### src/design/fpga_bus_pkg.sv
//--------------------------------------
// register bus types, address regions, board register offsets,
// firmware version and phy request encodings
//--------------------------------------
`default_nettype none

package fpga_bus_pkg;

    //--------------------------------------
    // bus vectors
    //--------------------------------------
    typedef logic [15:0] addr_t;    // region 15..12, channel 7..4, offset 3..0
    typedef logic [31:0] data_t;    // one quadlet
    typedef logic [3:0]  region_t;  // addr bits 15..12

    // address regions
    localparam region_t ADDR_MAIN = 4'd0;   // board registers
    localparam region_t ADDR_HUB  = 4'd2;   // hub quadlet memory

    // board register offsets, channel 0 of ADDR_MAIN
    localparam logic [3:0] REG_STATUS  = 4'd0;  // board id, wdog timeout
    localparam logic [3:0] REG_PHYCTRL = 4'd1;  // phy register access
    localparam logic [3:0] REG_WDOG    = 4'd3;  // watchdog period
    localparam logic [3:0] REG_VERSION = 4'd7;  // firmware version

    localparam data_t FW_VERSION = 32'h4642_0001;

    //--------------------------------------
    // phy link requests
    //--------------------------------------
    typedef enum logic [2:0] {
        LREQ_REG_RD = 3'd1,     // phy register read
        LREQ_REG_WR = 3'd5      // phy register write
    } lreq_type_t;

    // frame lengths on lreq, start bit through last payload bit
    localparam int unsigned LREQ_RD_BITS = 8;   // start, type, addr
    localparam int unsigned LREQ_WR_BITS = 16;  // start, type, addr, data

endpackage

`default_nettype wire
### src/design/fpga_reg_bus.sv
//--------------------------------------
// register bus core: board regs, hub memory, read mux, phy request
//--------------------------------------
`timescale 1ns/10ps
`default_nettype none

module fpga_reg_bus #(
    parameter int unsigned NUM_HUB_QUADS = 16,  // hub depth, power of two
    parameter int unsigned WDOG_TICK     = 1024 // sysclk cycles per wdog unit
) (
    input  wire logic                sysclk,
    input  wire logic                arst_n,
    input  wire logic [3:0]          board_id,       // rotary switch
    // host read / write bus
    input  wire fpga_bus_pkg::addr_t reg_raddr,
    input  wire fpga_bus_pkg::addr_t reg_waddr,
    input  wire fpga_bus_pkg::data_t reg_wdata,
    input  wire logic                reg_wen,        // one-cycle write strobe
    input  wire fpga_bus_pkg::data_t reg_rdata_ext,  // external read data, ORed in
    input  wire logic                reg_rwait_ext,
    input  wire logic                wdog_clear,
    output wire fpga_bus_pkg::data_t reg_rdata,
    output wire logic                reg_rwait,
    output wire logic                lreq,           // serial phy request
    output wire logic                wdog_timeout
);

    //--------------------------------------
    // internal read data
    //--------------------------------------
    fpga_bus_pkg::data_t board_rdata;   // channel 0 registers, no wait
    fpga_bus_pkg::data_t hub_rdata;     // hub memory, one cycle

    board_regs #(
        .WDOG_TICK (WDOG_TICK)
    ) u_board_regs (
        .sysclk       (sysclk),
        .arst_n       (arst_n),
        .board_id     (board_id),
        .reg_raddr    (reg_raddr),
        .reg_waddr    (reg_waddr),
        .reg_wdata    (reg_wdata),
        .reg_wen      (reg_wen),
        .wdog_clear   (wdog_clear),
        .board_rdata  (board_rdata),
        .wdog_timeout (wdog_timeout)
    );

    hub_mem #(
        .NUM_HUB_QUADS (NUM_HUB_QUADS)
    ) u_hub_mem (
        .sysclk    (sysclk),
        .arst_n    (arst_n),
        .reg_raddr (reg_raddr),
        .reg_waddr (reg_waddr),
        .reg_wdata (reg_wdata),
        .reg_wen   (reg_wen),
        .hub_rdata (hub_rdata)
    );

    read_bus_mux u_read_bus_mux (
        .reg_raddr     (reg_raddr),
        .board_rdata   (board_rdata),
        .hub_rdata     (hub_rdata),
        .reg_rdata_ext (reg_rdata_ext),
        .reg_rwait_ext (reg_rwait_ext),
        .reg_rdata     (reg_rdata),
        .reg_rwait     (reg_rwait)
    );

    // snoops the write bus for PHYCTRL writes
    phy_request u_phy_request (
        .sysclk    (sysclk),
        .arst_n    (arst_n),
        .reg_waddr (reg_waddr),
        .reg_wdata (reg_wdata),
        .reg_wen   (reg_wen),
        .lreq      (lreq)
    );

endmodule

`default_nettype wire

### src/design/read_bus_mux.sv
//--------------------------------------
// read data mux: region decode, board / hub / external merge
//--------------------------------------
`timescale 1ns/10ps
`default_nettype none

module read_bus_mux (
    input  wire fpga_bus_pkg::addr_t reg_raddr,
    input  wire fpga_bus_pkg::data_t board_rdata,
    input  wire fpga_bus_pkg::data_t hub_rdata,
    input  wire fpga_bus_pkg::data_t reg_rdata_ext,
    input  wire logic                reg_rwait_ext,
    output fpga_bus_pkg::data_t      reg_rdata,
    output logic                     reg_rwait
);

    fpga_bus_pkg::region_t region;
    logic [3:0]            chan;
    fpga_bus_pkg::data_t   sel_rdata;
    logic                  sel_rwait;

    assign region = reg_raddr[15:12];
    assign chan   = reg_raddr[7:4];

    // rwait 0 -> data in the same cycle, 1 -> one edge after the address
    always_comb begin
        if (region == fpga_bus_pkg::ADDR_HUB) begin
            sel_rdata = hub_rdata;          // registered memory read
            sel_rwait = 1'b1;
        end else if (region == fpga_bus_pkg::ADDR_MAIN && chan == 4'd0) begin
            sel_rdata = board_rdata;        // combinational registers
            sel_rwait = 1'b0;
        end else begin
            sel_rdata = '0;                 // external port only
            sel_rwait = 1'b0;
        end
    end

    // external read port is always merged in
    assign reg_rdata = sel_rdata | reg_rdata_ext;
    assign reg_rwait = sel_rwait | reg_rwait_ext;

endmodule

`default_nettype wire

### src/design/phy_request.sv
//--------------------------------------
// phy request generator: PHYCTRL write to serial frame on lreq
//--------------------------------------
`timescale 1ns/10ps
`default_nettype none

module phy_request (
    input  wire logic                sysclk,
    input  wire logic                arst_n,
    input  wire fpga_bus_pkg::addr_t reg_waddr,
    input  wire fpga_bus_pkg::data_t reg_wdata,
    input  wire logic                reg_wen,
    output logic                     lreq
);

    localparam int unsigned CNT_W = $clog2(fpga_bus_pkg::LREQ_WR_BITS);
    localparam logic [CNT_W-1:0] RD_LAST = CNT_W'(fpga_bus_pkg::LREQ_RD_BITS - 1);
    localparam logic [CNT_W-1:0] WR_LAST = CNT_W'(fpga_bus_pkg::LREQ_WR_BITS - 1);

    typedef enum logic {
        ST_IDLE,
        ST_SHIFT
    } state_t;

    state_t                   state;
    logic [CNT_W-1:0]         bit_cnt;    // bits left after the current one
    logic [15:0]              shift_reg;  // frame, msb on the line
    logic                     trig;
    logic                     is_wr;
    fpga_bus_pkg::lreq_type_t rtype;

    // PHYCTRL is main region, channel 0
    assign trig  = reg_wen && (reg_waddr == {fpga_bus_pkg::ADDR_MAIN, 8'h00,
                                             fpga_bus_pkg::REG_PHYCTRL});
    assign is_wr = reg_wdata[12];
    assign rtype = is_wr ? fpga_bus_pkg::LREQ_REG_WR : fpga_bus_pkg::LREQ_REG_RD;

    //--------------------------------------
    // control FSM
    //--------------------------------------
    always_ff @(posedge sysclk or negedge arst_n) begin
        if (!arst_n) begin
            state   <= ST_IDLE;
            bit_cnt <= '0;
        end else begin
            case (state)
                ST_IDLE: begin
                    if (trig) begin
                        state   <= ST_SHIFT;
                        bit_cnt <= is_wr ? WR_LAST : RD_LAST;
                    end
                end
                ST_SHIFT: begin
                    // triggers are dropped while a frame is out
                    if (bit_cnt == '0)
                        state <= ST_IDLE;
                    else
                        bit_cnt <= bit_cnt - 1'b1;
                end
                default: state <= ST_IDLE;
            endcase
        end
    end

    // frame: start, type, phy addr, data (write only)
    // the stop bit is the low level that follows on return to idle
    always_ff @(posedge sysclk) begin
        if (state == ST_IDLE && trig)
            shift_reg <= {1'b1, rtype, reg_wdata[11:8], is_wr ? reg_wdata[7:0] : 8'h00};
        else if (state == ST_SHIFT)
            shift_reg <= {shift_reg[14:0], 1'b0};
    end

    assign lreq = (state == ST_SHIFT) && shift_reg[15];    // low when idle

endmodule

`default_nettype wire

### src/design/hub_mem.sv
//--------------------------------------
// hub quadlet memory, written from the write bus
//--------------------------------------
`timescale 1ns/10ps
`default_nettype none

module hub_mem #(
    parameter int unsigned NUM_HUB_QUADS = 16  // power of two
) (
    input  wire logic                sysclk,
    input  wire logic                arst_n,
    input  wire fpga_bus_pkg::addr_t reg_raddr,
    input  wire fpga_bus_pkg::addr_t reg_waddr,
    input  wire fpga_bus_pkg::data_t reg_wdata,
    input  wire logic                reg_wen,
    output fpga_bus_pkg::data_t      hub_rdata
);

    localparam int unsigned AW = $clog2(NUM_HUB_QUADS);

    fpga_bus_pkg::data_t mem [NUM_HUB_QUADS];

    logic          hub_wr;
    logic [AW-1:0] waddr;   // quadlet index from low address bits
    logic [AW-1:0] raddr;

    assign hub_wr = reg_wen && (reg_waddr[15:12] == fpga_bus_pkg::ADDR_HUB);
    assign waddr  = reg_waddr[AW-1:0];
    assign raddr  = reg_raddr[AW-1:0];

    //--------------------------------------
    // storage
    //--------------------------------------
    always_ff @(posedge sysclk) begin
        if (hub_wr)
            mem[waddr] <= reg_wdata;
    end

    // read port, registered every cycle
    // region is not checked, read_bus_mux picks this word only for ADDR_HUB
    always_ff @(posedge sysclk or negedge arst_n) begin
        if (!arst_n)
            hub_rdata <= '0;
        else
            hub_rdata <= mem[raddr];    // valid one edge after reg_raddr
    end

endmodule

`default_nettype wire

### src/design/board_regs.sv
//--------------------------------------
// status, version, phy control and watchdog period registers
// watchdog prescaler, period counter and sticky timeout flag
//--------------------------------------
`timescale 1ns/10ps
`default_nettype none

module board_regs #(
    parameter int unsigned WDOG_TICK = 1024    // sysclk cycles per period unit
) (
    input  wire logic                sysclk,
    input  wire logic                arst_n,
    input  wire logic [3:0]          board_id,
    input  wire fpga_bus_pkg::addr_t reg_raddr,
    input  wire fpga_bus_pkg::addr_t reg_waddr,
    input  wire fpga_bus_pkg::data_t reg_wdata,
    input  wire logic                reg_wen,
    input  wire logic                wdog_clear,
    output fpga_bus_pkg::data_t      board_rdata,
    output logic                     wdog_timeout
);

    localparam int unsigned TICK_W = (WDOG_TICK > 1) ? $clog2(WDOG_TICK) : 1;
    localparam logic [TICK_W-1:0] TICK_LAST = TICK_W'(WDOG_TICK - 1);

    logic              main_wr;     // write to main region channel 0
    logic              status_clr;  // status write with bit 0 set
    logic [12:0]       phy_reg;
    logic [15:0]       wdog_period; // 0 -> watchdog off
    logic [TICK_W-1:0] tick_cnt;
    logic [15:0]       unit_cnt;    // completed period units
    logic              wdog_reload;
    logic              wdog_run;
    logic              tick_last;
    logic              wdog_expire;

    assign main_wr = reg_wen && (reg_waddr[15:12] == fpga_bus_pkg::ADDR_MAIN)
                     && (reg_waddr[7:4] == 4'd0);
    assign status_clr = main_wr && (reg_waddr[3:0] == fpga_bus_pkg::REG_STATUS)
                        && reg_wdata[0];

    //--------------------------------------
    // writable registers
    //--------------------------------------
    always_ff @(posedge sysclk or negedge arst_n) begin
        if (!arst_n) begin
            phy_reg     <= '0;
            wdog_period <= '0;
        end else if (main_wr) begin
            case (reg_waddr[3:0])
                fpga_bus_pkg::REG_PHYCTRL: phy_reg     <= reg_wdata[12:0];
                fpga_bus_pkg::REG_WDOG:    wdog_period <= reg_wdata[15:0];
                default: ;                 // status bit 0 handled below
            endcase
        end
    end

    //--------------------------------------
    // watchdog
    //--------------------------------------
    // any bus write restarts the count
    assign wdog_reload = reg_wen;
    assign wdog_run    = (wdog_period != 16'd0) && (unit_cnt != wdog_period);
    assign tick_last   = (tick_cnt == TICK_LAST);
    assign wdog_expire = wdog_run && tick_last && ((unit_cnt + 16'd1) == wdog_period);

    always_ff @(posedge sysclk or negedge arst_n) begin
        if (!arst_n) begin
            tick_cnt <= '0;
            unit_cnt <= '0;
        end else if (wdog_reload) begin
            tick_cnt <= '0;
            unit_cnt <= '0;
        end else if (wdog_run) begin
            if (tick_last) begin
                tick_cnt <= '0;
                unit_cnt <= unit_cnt + 16'd1;   // stops once it reaches the period
            end else begin
                tick_cnt <= tick_cnt + 1'b1;
            end
        end
    end

    // sticky until cleared by pin or status write
    always_ff @(posedge sysclk or negedge arst_n) begin
        if (!arst_n)
            wdog_timeout <= 1'b0;
        else if (wdog_clear || status_clr)
            wdog_timeout <= 1'b0;
        else if (wdog_expire)
            wdog_timeout <= 1'b1;
    end

    // read side decodes the offset only
    always_comb begin
        case (reg_raddr[3:0])
            fpga_bus_pkg::REG_STATUS:  board_rdata = {4'd0, board_id, 23'd0, wdog_timeout};
            fpga_bus_pkg::REG_PHYCTRL: board_rdata = {19'd0, phy_reg};
            fpga_bus_pkg::REG_WDOG:    board_rdata = {16'd0, wdog_period};
            fpga_bus_pkg::REG_VERSION: board_rdata = fpga_bus_pkg::FW_VERSION;
            default:                   board_rdata = '0;
        endcase
    end

endmodule

`default_nettype wire

### config.mk
export PLATFORM = sky130hd
export DESIGN_NAME = fpga_reg_bus
export DESIGN_NICKNAME = d
export VERILOG_FILES = /design/src/design/fpga_bus_pkg.sv /design/src/design/fpga_reg_bus.sv /design/src/design/read_bus_mux.sv /design/src/design/phy_request.sv /design/src/design/hub_mem.sv /design/src/design/board_regs.sv
export SDC_FILE = /design/constraint.sdc
export NUM_CORES = 1
export LEC_CHECK = 0
export BUFFER_PORTS_ARGS = -buffer_cell sky130_fd_sc_hd__buf_2
export CORE_ASPECT_RATIO = 2
export CORE_MARGIN = 1.5
export CORE_UTILIZATION = 50
export CTS_CLUSTER_DIAMETER = 30
export DETAILED_ROUTE_END_ITERATION = 7
export GPL_ROUTABILITY_DRIVEN = 0
export PLACE_DENSITY = 0.67
export SYNTH_ARGS = -nofsm -noshare
export SYNTH_HDL_FRONTEND = slang
export SYNTH_SLANG_ARGS = --single-unit
### constraint.sdc
create_clock -name sysclk -period 2.7 [get_ports sysclk]
set_input_delay 0.135 -clock sysclk [delete_from_list [all_inputs] [get_ports sysclk]]
set_output_delay 0.135 -clock sysclk [all_outputs]
set_load 0.005 [all_outputs]
# --- Word-level counts from Yosys, hierarchy flattened ---
# Memory sizes are Yosys's and may differ from the RTL's. A register that Yosys moved wholly into a read port is not among the register bits.
# Index checks and enable logic that the tools add are counted.
classes:
  addsub: 3
  multipliers: 0
  div_mod_pow: 0
  magnitude_cmp: 0
  eq_ne: 13
  shift: 0
  mux: 25
  bitwise: 3
  n_reduce_logical: 30
op_table:
  columns: ["cell", "count"]
  rows:
  - ["31-bit one-hot mux with 4 select lines", 1]
  - ["16-bit two-way mux", 3]
  - ["32-bit two-way mux", 1]
  - ["32-bit bitwise OR", 1]
  - ["31-bit two-way mux", 1]
  - ["10-bit two-way mux", 3]
  - ["15-bit two-way mux", 2]
  - ["4-bit logical NOT", 7]
  - ["16-bit by 1-bit adder with 16-bit output, second input constant", 1]
  - ["16-bit by 1-bit == test with 1-bit output, second input constant", 1]
  - ["16-bit == test", 1]
  - ["4-bit by 2-bit == test with 1-bit output, second input constant", 4]
  - ["16-bit != test", 1]
  - ["16-bit nonzero test", 1]
  - ["1-bit logical AND", 12]
  - ["4-bit two-way mux", 3]
  - ["10-bit by 1-bit adder with 10-bit output, second input constant", 1]
  - ["10-bit == test, second input constant", 1]
  - ["4-bit by 1-bit == test with 1-bit output, second input constant", 2]
  - ["8-bit two-way mux", 1]
  - ["4-bit one-hot mux with 2 select lines", 1]
  - ["2-bit AND reduction", 4]
  - ["2-bit nonzero test", 4]
  - ["1-bit two-way mux", 7]
  - ["other kinds (10)", 10]
word_totals:
  reg_bits: 77
  latchBits: 0
  ramBits: 512
  mem_bits_ro: 0
  input_bits: 105
  output_inout_bits: 35
  wordCells: 84
  memories: 1
mem_list:
  columns: ["memory", "words", "width", "rd", "rd_clocked_by_memory_dff", "write_ports", "line_no", "source"]
  rows:
  - ["u_hub_mem.mem", 16, 32, 1, 1, 1, "hub_mem.sv:21", "fpga_bus_pkg::data_t mem [NUM_HUB_QUADS];"]

# --- Longest topological paths before layout ---
# Gate-level depths: netlist (run 1).
logic_depth:
  ltp_word: 7
  depth_mapped: 9

# --- Hierarchy ---
# From an unflattened synthesis (run 1), not the netlist that was laid out.
unflattened:
  cells_unflattened: 1371
  area_unflattened_um2: 25483.2
modules_own_cells:
  columns: ["mod", "n_inst", "cells_per_inst", "area_per_inst_um2"]
  rows:
  - ["hub_mem", 1, 840, 20017.9]
  - ["board_regs", 1, 355, 3713.6]
  - ["phy_request", 1, 92, 1083.5]
  - ["read_bus_mux", 1, 84, 668.1]

# --- Least setup slack after synthesis (run 1) ---
# No wires, ideal clock.
synth_path:
  kind: "in2reg"
  from: "input reg_wen"
  to: "memory u_hub_mem.mem[0][0] (netlist name), enable pin"
  setup_ns: 0.461
  t_arrival_ns: 3.285
  required_ns: 2.239
  path_slack_ns: -1.047
  cell_stages: 5
  path_buffers: 1
  cell_sequence: "buf_2 nor4b_1 nand2_1 or3_1 nor3_1"
synth_between:
  elab_chain_cells: 3
synth_rtl:
  columns: ["element", "line_no", "source"]
  rows:
  - ["start, declared", "fpga_reg_bus.sv:18", "input wire logic reg_wen,"]
  - ["1-bit logical AND", "hub_mem.sv:27", "assign hub_wr = reg_wen && (reg_waddr[15:12] == fpga_bus_pkg::ADDR_HUB);"]
  - ["1-bit two-way mux", "hub_mem.sv:35", "if (hub_wr)"]
  - ["1-bit two-way mux (not written as such)", "hub_mem.sv:36", "mem[waddr] <= reg_wdata;"]
  - ["end, declared", "hub_mem.sv:21", null]
# No other way between the ends.

# --- Worst setup path in the final report (run 1) ---
layout_path:
  from: "register u_board_regs.unit_cnt[0]"
  to: "register u_board_regs.wdog_timeout"
layout_between:
  elab_chain_cells: 5
layout_rtl:
  columns: ["element", "line_no", "source"]
  rows:
  - ["start, declared", "board_regs.sv:31", "logic [15:0] unit_cnt;"]
  - ["start signal, assigned", "board_regs.sv:77", "unit_cnt <= unit_cnt + 16'd1;"]
  - ["branches (longest 3 deep; another with 16-bit by 1-bit adder with 16-bit output)", null, null]
  - ["1-bit logical AND *", "board_regs.sv:65", "assign wdog_expire = wdog_run && tick_last && ((unit_cnt + 16'd1) == wdog_period);"]
  - ["2-bit nonzero test (no line) *", null, null]
  - ["end signal, assigned", "board_regs.sv:87", "wdog_timeout <= 1'b0;"]
  - ["end signal, assigned", "board_regs.sv:89", "wdog_timeout <= 1'b0;"]
  - ["end signal, assigned", "board_regs.sv:91", "wdog_timeout <= 1'b1;"]
  - ["end, declared", "board_regs.sv:20", "output logic wdog_timeout"]
# Every way passes the cells marked *.
# A chain may end at the register's enable or synchronous reset.

==> results of run 1 <==
-- path summary, 6_finish.rpt --
check / startpoint / endpoint / slack, ps / depth (start not counted)
worst min register to register: u_phy_request.shift_reg[15] / u_phy_request.shift_reg[15] / 490 / 2
worst max register to register: u_board_regs.unit_cnt[0] / u_board_regs.wdog_timeout / 260 / 7
worst max-delay path: u_board_regs.unit_cnt[0] / u_board_regs.wdog_timeout / 260 / 7
min in group asynchronous: arst_n / u_hub_mem.hub_rdata[18] / 160 / 2
max in group asynchronous: arst_n / u_board_regs.tick_cnt[1] / 1790 / 3
worst min-delay path: reg_wdata[0] / u_hub_mem.mem[4][0] / 30 / 1
-- metal layers --
| metal | global-route usage (%) | vias to the layer above | wire length (microns) |
|---|---|---|---|
| met2 | 39.93 | 547 | 29520 |
| li1 | - | 5581 | - |
| met3 | 3.169 | 103 | 3300 |
| met1 | 31.14 | 6970 | 23280 |
| met4 | 7.264 | 0 | 1377 |
| met5 | 0 | - | 0 |
-- synth_stat cells, types with 8 or more instances --
cell type  instances
edfxtp_1         527
mux4_2           161
dfrtp_1           93
nand2_1           46
nor2_1            45
clkbuf_1          44
a21oi_1           33
mux2_2            32
xnor2_1           31
o21ai_0           30
buf_2             18
nor3_1            14
a211oi_1          13
a22oi_1           12
nand4_1           12
a21o_1            11
inv_1             11
nand3_1           11
nor4_1            10
xor2_1            10
nand2b_1           8
-- final cells by class --
class	instances	area, sq um	area share, %
multi-input combinational	547	6341	21.44
clock inverter	47	613.1	2.072
clock buffer	81	1887	6.378
timing repair buffer	225	1723	5.824
inverter	11	41.29	0.1396
sequential	621	18170	61.43
tap	643	804.5	2.720
-- worst register-to-register path, stage by stage (launching register included) --
cell and delay [ps]:
dfrtp_1 480, ha_1 300, nand3_1 220, nor4_2 430, xnor2_1 110, o21bai_1 160, a2111oi_0 460, a32o_1 230
-- metrics by stage --
stage / area, sq um / cells
finish: 29580 / 2175
global route: 29580 / 2175
CTS: 29570 / 2175
detailed placement: 26790 / 2019
global placement: 26790 / 2019
floorplan: 24720 / 1248
-- cell usage in the layout, fill, tap and decap left out, drive strengths merged, types with 8 or more instances in the layout --
cell type,netlist,layout
mux4,161,161
xnor2,31,31
buf,25,196
nor2,45,45
nand2,46,46
bufinv,0,10
inv,11,24
dlygate4sd3,0,28
nor4,12,12
a21o,11,11
dfrtp,93,93
o21ai,30,30
clkbuf,44,82
a211oi,13,13
nor3,15,15
edfxtp,527,527
mux2,35,35
clkinv,0,17
nand4,12,12
a21oi,33,33
xor2,10,10
nand3,11,11
nand2b,8,8
a22oi,12,12
-- cell families (layout without fill, tap and decap cells) --
group | count (synthesis) | after routing
fa+ha+maj | 3 | 3
simple gates | 183 | 183
mux | 197 | 197
buf+inv | 80 | 364
flops | 621 | 621
xor+xnor | 41 | 41
compound gates | 123 | 123
-- power by group through the flow --
stage	Clock (W)	Sequential [W]	Combinational [W]
2_1_floorplan	0	0.0109	0.000660
3_3_place_gp	0	0.0109	0.00109
3_5_place_dp	0	0.0109	0.00114
4_1_cts	0.0102	0.0107	0.00118
5_1_grt	0.0106	0.0107	0.00127
6_report	0.0100	0.0107	0.00116
-- repair_timing --
item	4_1_cts	5_1_grt
resized for setup	0	4
setup buffers	0	0
hold buffers	28	0
endpoints found under the hold margin	440	0
endpoints found under the setup margin	0	4
==> results.md, run 1 <==
* GR Util All Layers at 23.25%
* Largest register FFs at 512
* Power share of the clock group at 45.8%
* Max_cap viols at 0
* Cell chain of the critical path: ha_1, nand3_1, nor4_2, xnor2_1, o21bai_1, a2111oi_0, a32o_1
* Net count after synthesis at 1,356
* Sw Share at 21.24%
* Initial Utilization at 50.47%
* Number of global-route vias before repair at 13.75k
* Switching power at 0.004651 W
* Clk_skew at 13.65 ps
* Clock root buffer: clkbuf_16
* Worst hold path type: input pin to flop
* Cell family with most CP delay: compound AO/OA/AOI/OAI gates
* Final period util at 90.26%
* Biggest regs: u_hub_mem.mem x512, u_hub_mem.hub_rdata x32
* Max stage delay on crit path at 480 ps
* Cell count after synthesis at 1,248
* Cts bufs inserted at 70
* Vias post-DR at 13.20k
* Ys async rst share at 14.98%
* Core region area at 48,920 sq um
* Element type at the critical path end: flop
* FMAX at 410.3 MHz
* Simple-Gate Fraction of Synth Area at 3.876%
* DRC viols at 0
* CTS Buffer Depth at 3
* Clock latency on the worst-skew pair at 570 ps
* Vias per cell at 6.069
* Initial antenna violation count at 0
* Synthesized area at 24,690 sq um
* Sequential area share after synthesis at 73.60%
* Startpoint Class: flop
* CTS Sinks at 621
* Fin crit period at 2437 ps
* Peak supply drop at 623.0 uV
* WL final at 57,480 microns
* Hpwl dp at 33,410 microns
* Flops & latches, synth at 621
* Distinct cell type count after synthesis at 55
* Wire length per cell at 26.43 microns
* Yosys warnings at 0
* Final setup margin at 263.0 ps
* Outcome: complete, no violations
* Least-Margin Pin Slew at 805.7 ps
* Total power at 0.02190 W
* Pre-antenna DRT Iters at 6
* Crit path required time at 3210 ps
* Yosys top cell area share at 64.09%
* Slew Viols, Final at 0
* DR iter-0 viols at 1,472
* Top FF cell, synth: edfxtp_1
* Comb pwr share at 5.3%
* Sequential Power Share at 48.9%
* Critical-path maximum fanout at 6
* Largest family of logic cells by synthesized area: multiplexers
* First-pass GRT wire length at 86,150 microns
* P_int at 0.01725 W
* Pwr dens at 740.4 nW/um^2
* Largest net degree at the start of global routing at 44
* Die Span Y at 317.3 microns
* CTS tree: done
* Setup TNS at 0 ps
* Syn avg cell area at 19.79 sq um
* Synth Area in Compound Gates at 3.187%
* Die W at 160.1 microns
* Synth Area in XOR/XNOR at 1.454%
* Congestion Overflow GR at 0
* Std-Cell Rows at 115
* CP Buf/Inv Count at 0
* Clock-pin slew on the worst setup and hold paths at 70 ps
* EDFF count, synth at 527
* Relative slew slack at 46.29%
* Post-layout util at 60.47%
* Worst Setup Path Type: flop to flop
* Share of layout cells above drive strength 1 at 35.44%
* Hold slack at 31.85 ps
* H-Tree Level Count at 3
* RSZ-0062 raised after global routing: false
* I/O pin count at 140
* Adder-Cell Fraction of Synth Area at 0.1520%
* Slowest-stage cell, CP: dfrtp_1
* Largest cells by area after synthesis: edfxtp_1 (64%), mux4_2 (15%), dfrtp_1 (9.4%)
* Final setup viols at 0
* Largest Register: u_hub_mem.mem
* Post-synthesis mux area share at 16.37%
* Cell taking the most area after synthesis: edfxtp_1
* Die area at 50,810 sq um
* PortBufs at 135
* Area grow syn2layout at 19.80%
* # diodes at 0
* Final hold viol count at 0
* Layout fillers at 3,509
* Pre-CTS worst setup slack at 185.2 ps
* Arrival @ worst endpoint at 2950 ps
* Pleak at 10.14 nW
* Antenna Nets Post-Route at 0
* # nets final at 1,584
Note: power is estimated with default switching activity, not from simulation.
==> run 2: changes to the inputs <==
--- a/config.mk
+++ b/config.mk
@@ -12,7 +12,7 @@
 export CTS_CLUSTER_DIAMETER = 30
 export DETAILED_ROUTE_END_ITERATION = 7
 export GPL_ROUTABILITY_DRIVEN = 0
-export PLACE_DENSITY = 0.67
+export PLACE_DENSITY = 0.7
 export SYNTH_ARGS = -nofsm -noshare
 export SYNTH_HDL_FRONTEND = slang
 export SYNTH_SLANG_ARGS = --single-unit
==> constraint.sdc (replaced) <==
create_clock -name sysclk -period 2.2 [get_ports sysclk]
set_input_delay 0.11 -clock sysclk [delete_from_list [all_inputs] [get_ports sysclk]]
set_output_delay 0.11 -clock sysclk [all_outputs]
set_load 0.005 [all_outputs]
==> run 2 against run 1 <==
The flow now finishes with violations (negative setup slack). Sequential cell count is the same. Total power is 28% higher. Critical path depth is 1 higher. Fmax rose by 8.6%. Design area is 4.1% higher.
==> results.md, run 2 (same netlist as run 1, synthesis figures left out) <==
* Outcome: finished with violations
* Failing checks: negative setup slack
* RSZ-0062 raised after global routing: true
* Number of global-route vias before repair at 14.39k
* Reg2Reg Setup Slack at -40 ps
* CTS Buffer Depth at 3
* Cell chain of the critical path: xor2_1, or4_4, nor4_4, buf_4, buf_4, a21o_4, nor4_1, a32o_1
* Share of layout cells above drive strength 1 at 39.54%
* Fin crit period at 2244 ps
* Worst Setup Path Type: flop to flop
* Initial Utilization at 50.47%
* Die Span Y at 317.3 microns
* Congestion Overflow GR at 0
* Relative slew slack at 58.98%
* Wire length per cell at 26.09 microns
* Dpl cells at 2,097
* Worst reg2reg path endpoint: u_board_regs.wdog_timeout
* Cts bufs inserted at 79
* RR Startpoint: u_board_regs.wdog_period[13]
* Hold depth at 3
* Worst hold path type: input pin to flop
* Commonest cells after routing, fill and taps aside: edfxtp_1 (527), mux4_2 (161), buf_2 (132)
* Die area at 50,810 sq um
* CTS tree: done
* Arrival @ worst endpoint at 2730 ps
* Max stage delay on crit path at 510 ps
* Final hold viol count at 0
* Largest Register: u_hub_mem.mem
* Antenna Nets Post-Route at 0
* Startpoint Class: flop
* Most common cell after layout, fill and taps aside: edfxtp_1
* Slowest-stage cell, CP: or4_4
* # nets final at 1,680
* Post-layout util at 62.93%
* Finished Layout Cells at 2,282
* CTS Sinks at 621
* Core region area at 48,920 sq um
* Final setup margin at -44.38 ps
* CP Buf/Inv Count at 2
* Final period util at 102.0%
* Pre-antenna DRT Iters at 5
* Biggest regs: u_hub_mem.mem x512, u_hub_mem.hub_rdata x32
* Vias per cell at 5.983
* Pleak at 10.79 nW
* First-pass GRT wire length at 88,950 microns
* Largest net degree at the start of global routing at 39
* Largest register FFs at 512
* Clock root buffer: clkbuf_16
* WL final at 59,540 microns
* Cell family with most CP delay: simple AND/OR/NAND/NOR gates
* # diodes at 0
* Critical-path maximum fanout at 5
* Final setup viols at 7
* Hpwl dp at 37,050 microns
* GR Util All Layers at 24.07%
* Design area at 30,790 sq um
* DRC viols at 0
* I/O pin count at 140
* Element type at the critical path end: flop
* Crit path required time at 2680 ps
* Vias post-DR at 13.65k
* Clock latency on the worst-skew pair at 620 ps
* Peak supply drop at 951.4 uV
* H-Tree Level Count at 3
* Clock-pin slew on the worst setup and hold paths at 70 ps
* PortBufs at 135
* Hold path start: reg_wen
* Slew Viols, Final at 0
* Critical path depth in cells at 8
* Initial antenna violation count at 0
* DR iter-0 viols at 1,151
* Die W at 160.1 microns
* Least-Margin Pin Slew at 615.4 ps
* Area grow syn2layout at 24.68%
* Std-Cell Rows at 115
* Hold slack at 27.96 ps
* FF-to-FF path depth at 8
* Pwr dens at 914.0 nW/um^2
* FMAX at 445.6 MHz
* Pre-CTS worst setup slack at -63.51 ps
* CP most frequent cell: buf_4
* Hold Path End: u_board_regs.unit_cnt[8]
* Clk_skew at 33.70 ps
* Post-Place Cell Area at 27,520 sq um
* Max_cap viols at 0
[run 2: cell types whose count changed in the layout (fill, tap and decap cells not counted), moves of 2 or more]
| cell | change |
|---|---|
| clkinv_1 | +3 |
| buf_12 | +11 |
| inv_6 | -2 |
| clkbuf_1 | +3 |
| buf_4 | +71 |
| clkbuf_16 | +6 |
| dlygate4sd3_1 | +4 |
| clkinv_4 | +3 |
| clkinv_8 | +5 |
| clkinv_2 | -2 |
| inv_16 | +2 |
[run 2: timing repair]
action,in CTS,in global routing
hold buffers,33,0
pin swaps,1,5
endpoints found under the hold margin,574,0
endpoints found under the setup margin,7,21
buffers inserted,3,1
resized for setup,4,7
[run 2: how the worst max path moves through the flow]
stage,from,to
2_1_floorplan,reg_wen,u_hub_mem.mem[10][0]
3_3_place_gp,reg_waddr[7],u_phy_request.shift_reg[11]
3_5_place_dp,u_board_regs.unit_cnt[5],u_board_regs.wdog_timeout
4_1_cts,u_board_regs.wdog_period[15],u_board_regs.unit_cnt[11]
5_1_grt,u_board_regs.wdog_period[3],u_board_regs.wdog_timeout
6_report,u_board_regs.wdog_period[13],u_board_regs.wdog_timeout
[run 2: report_power, final]
group	leakage (nW)	internal (W)	total, W	switching (W)
Combinational	3.47	0.000713	0.00150	0.000792
Sequential	5.96	0.0130	0.0132	0.000129
Clock	1.36	0.00816	0.0135	0.00530
Total	10.8	0.0219	0.0281	0.00622
[run 2: per-layer routing]
metal	global-route usage (%)	up-vias	wire, microns
li1	-	5785	-
met1	31.35	7135	23310
met2	41.01	618	30670
met3	3.443	116	3667
met4	9.962	0	1890
met5	0	-	0
[run 2: cell type report]
class,instances,area [sq um]
flip-flops and latches,621,18170
fillers,3319,18140
multi-input cells,547,6392
repair buffers,312,2527
clock buffers,91,2062
well taps,643,804.5
clock inverters,57,784.5
inverters,11,41.29
[run 2: through the flow]
step                      power, W  TNS [ps]
after global routing       0.02891     -1020
final                      0.02814    -105.3
after floorplan            0.01415    -66370
after global placement     0.01479    -15.98
after CTS                  0.02833         0
after detailed placement   0.01486    -204.4
[run 2: worst reg2reg max path: stages (launching register included)]
cell     delay [ps]
dfrtp_1         420
xor2_1          210
or4_4           510
nor4_4          270
buf_4           180
buf_4           110
a21o_4          140
nor4_1           60
a32o_1          210
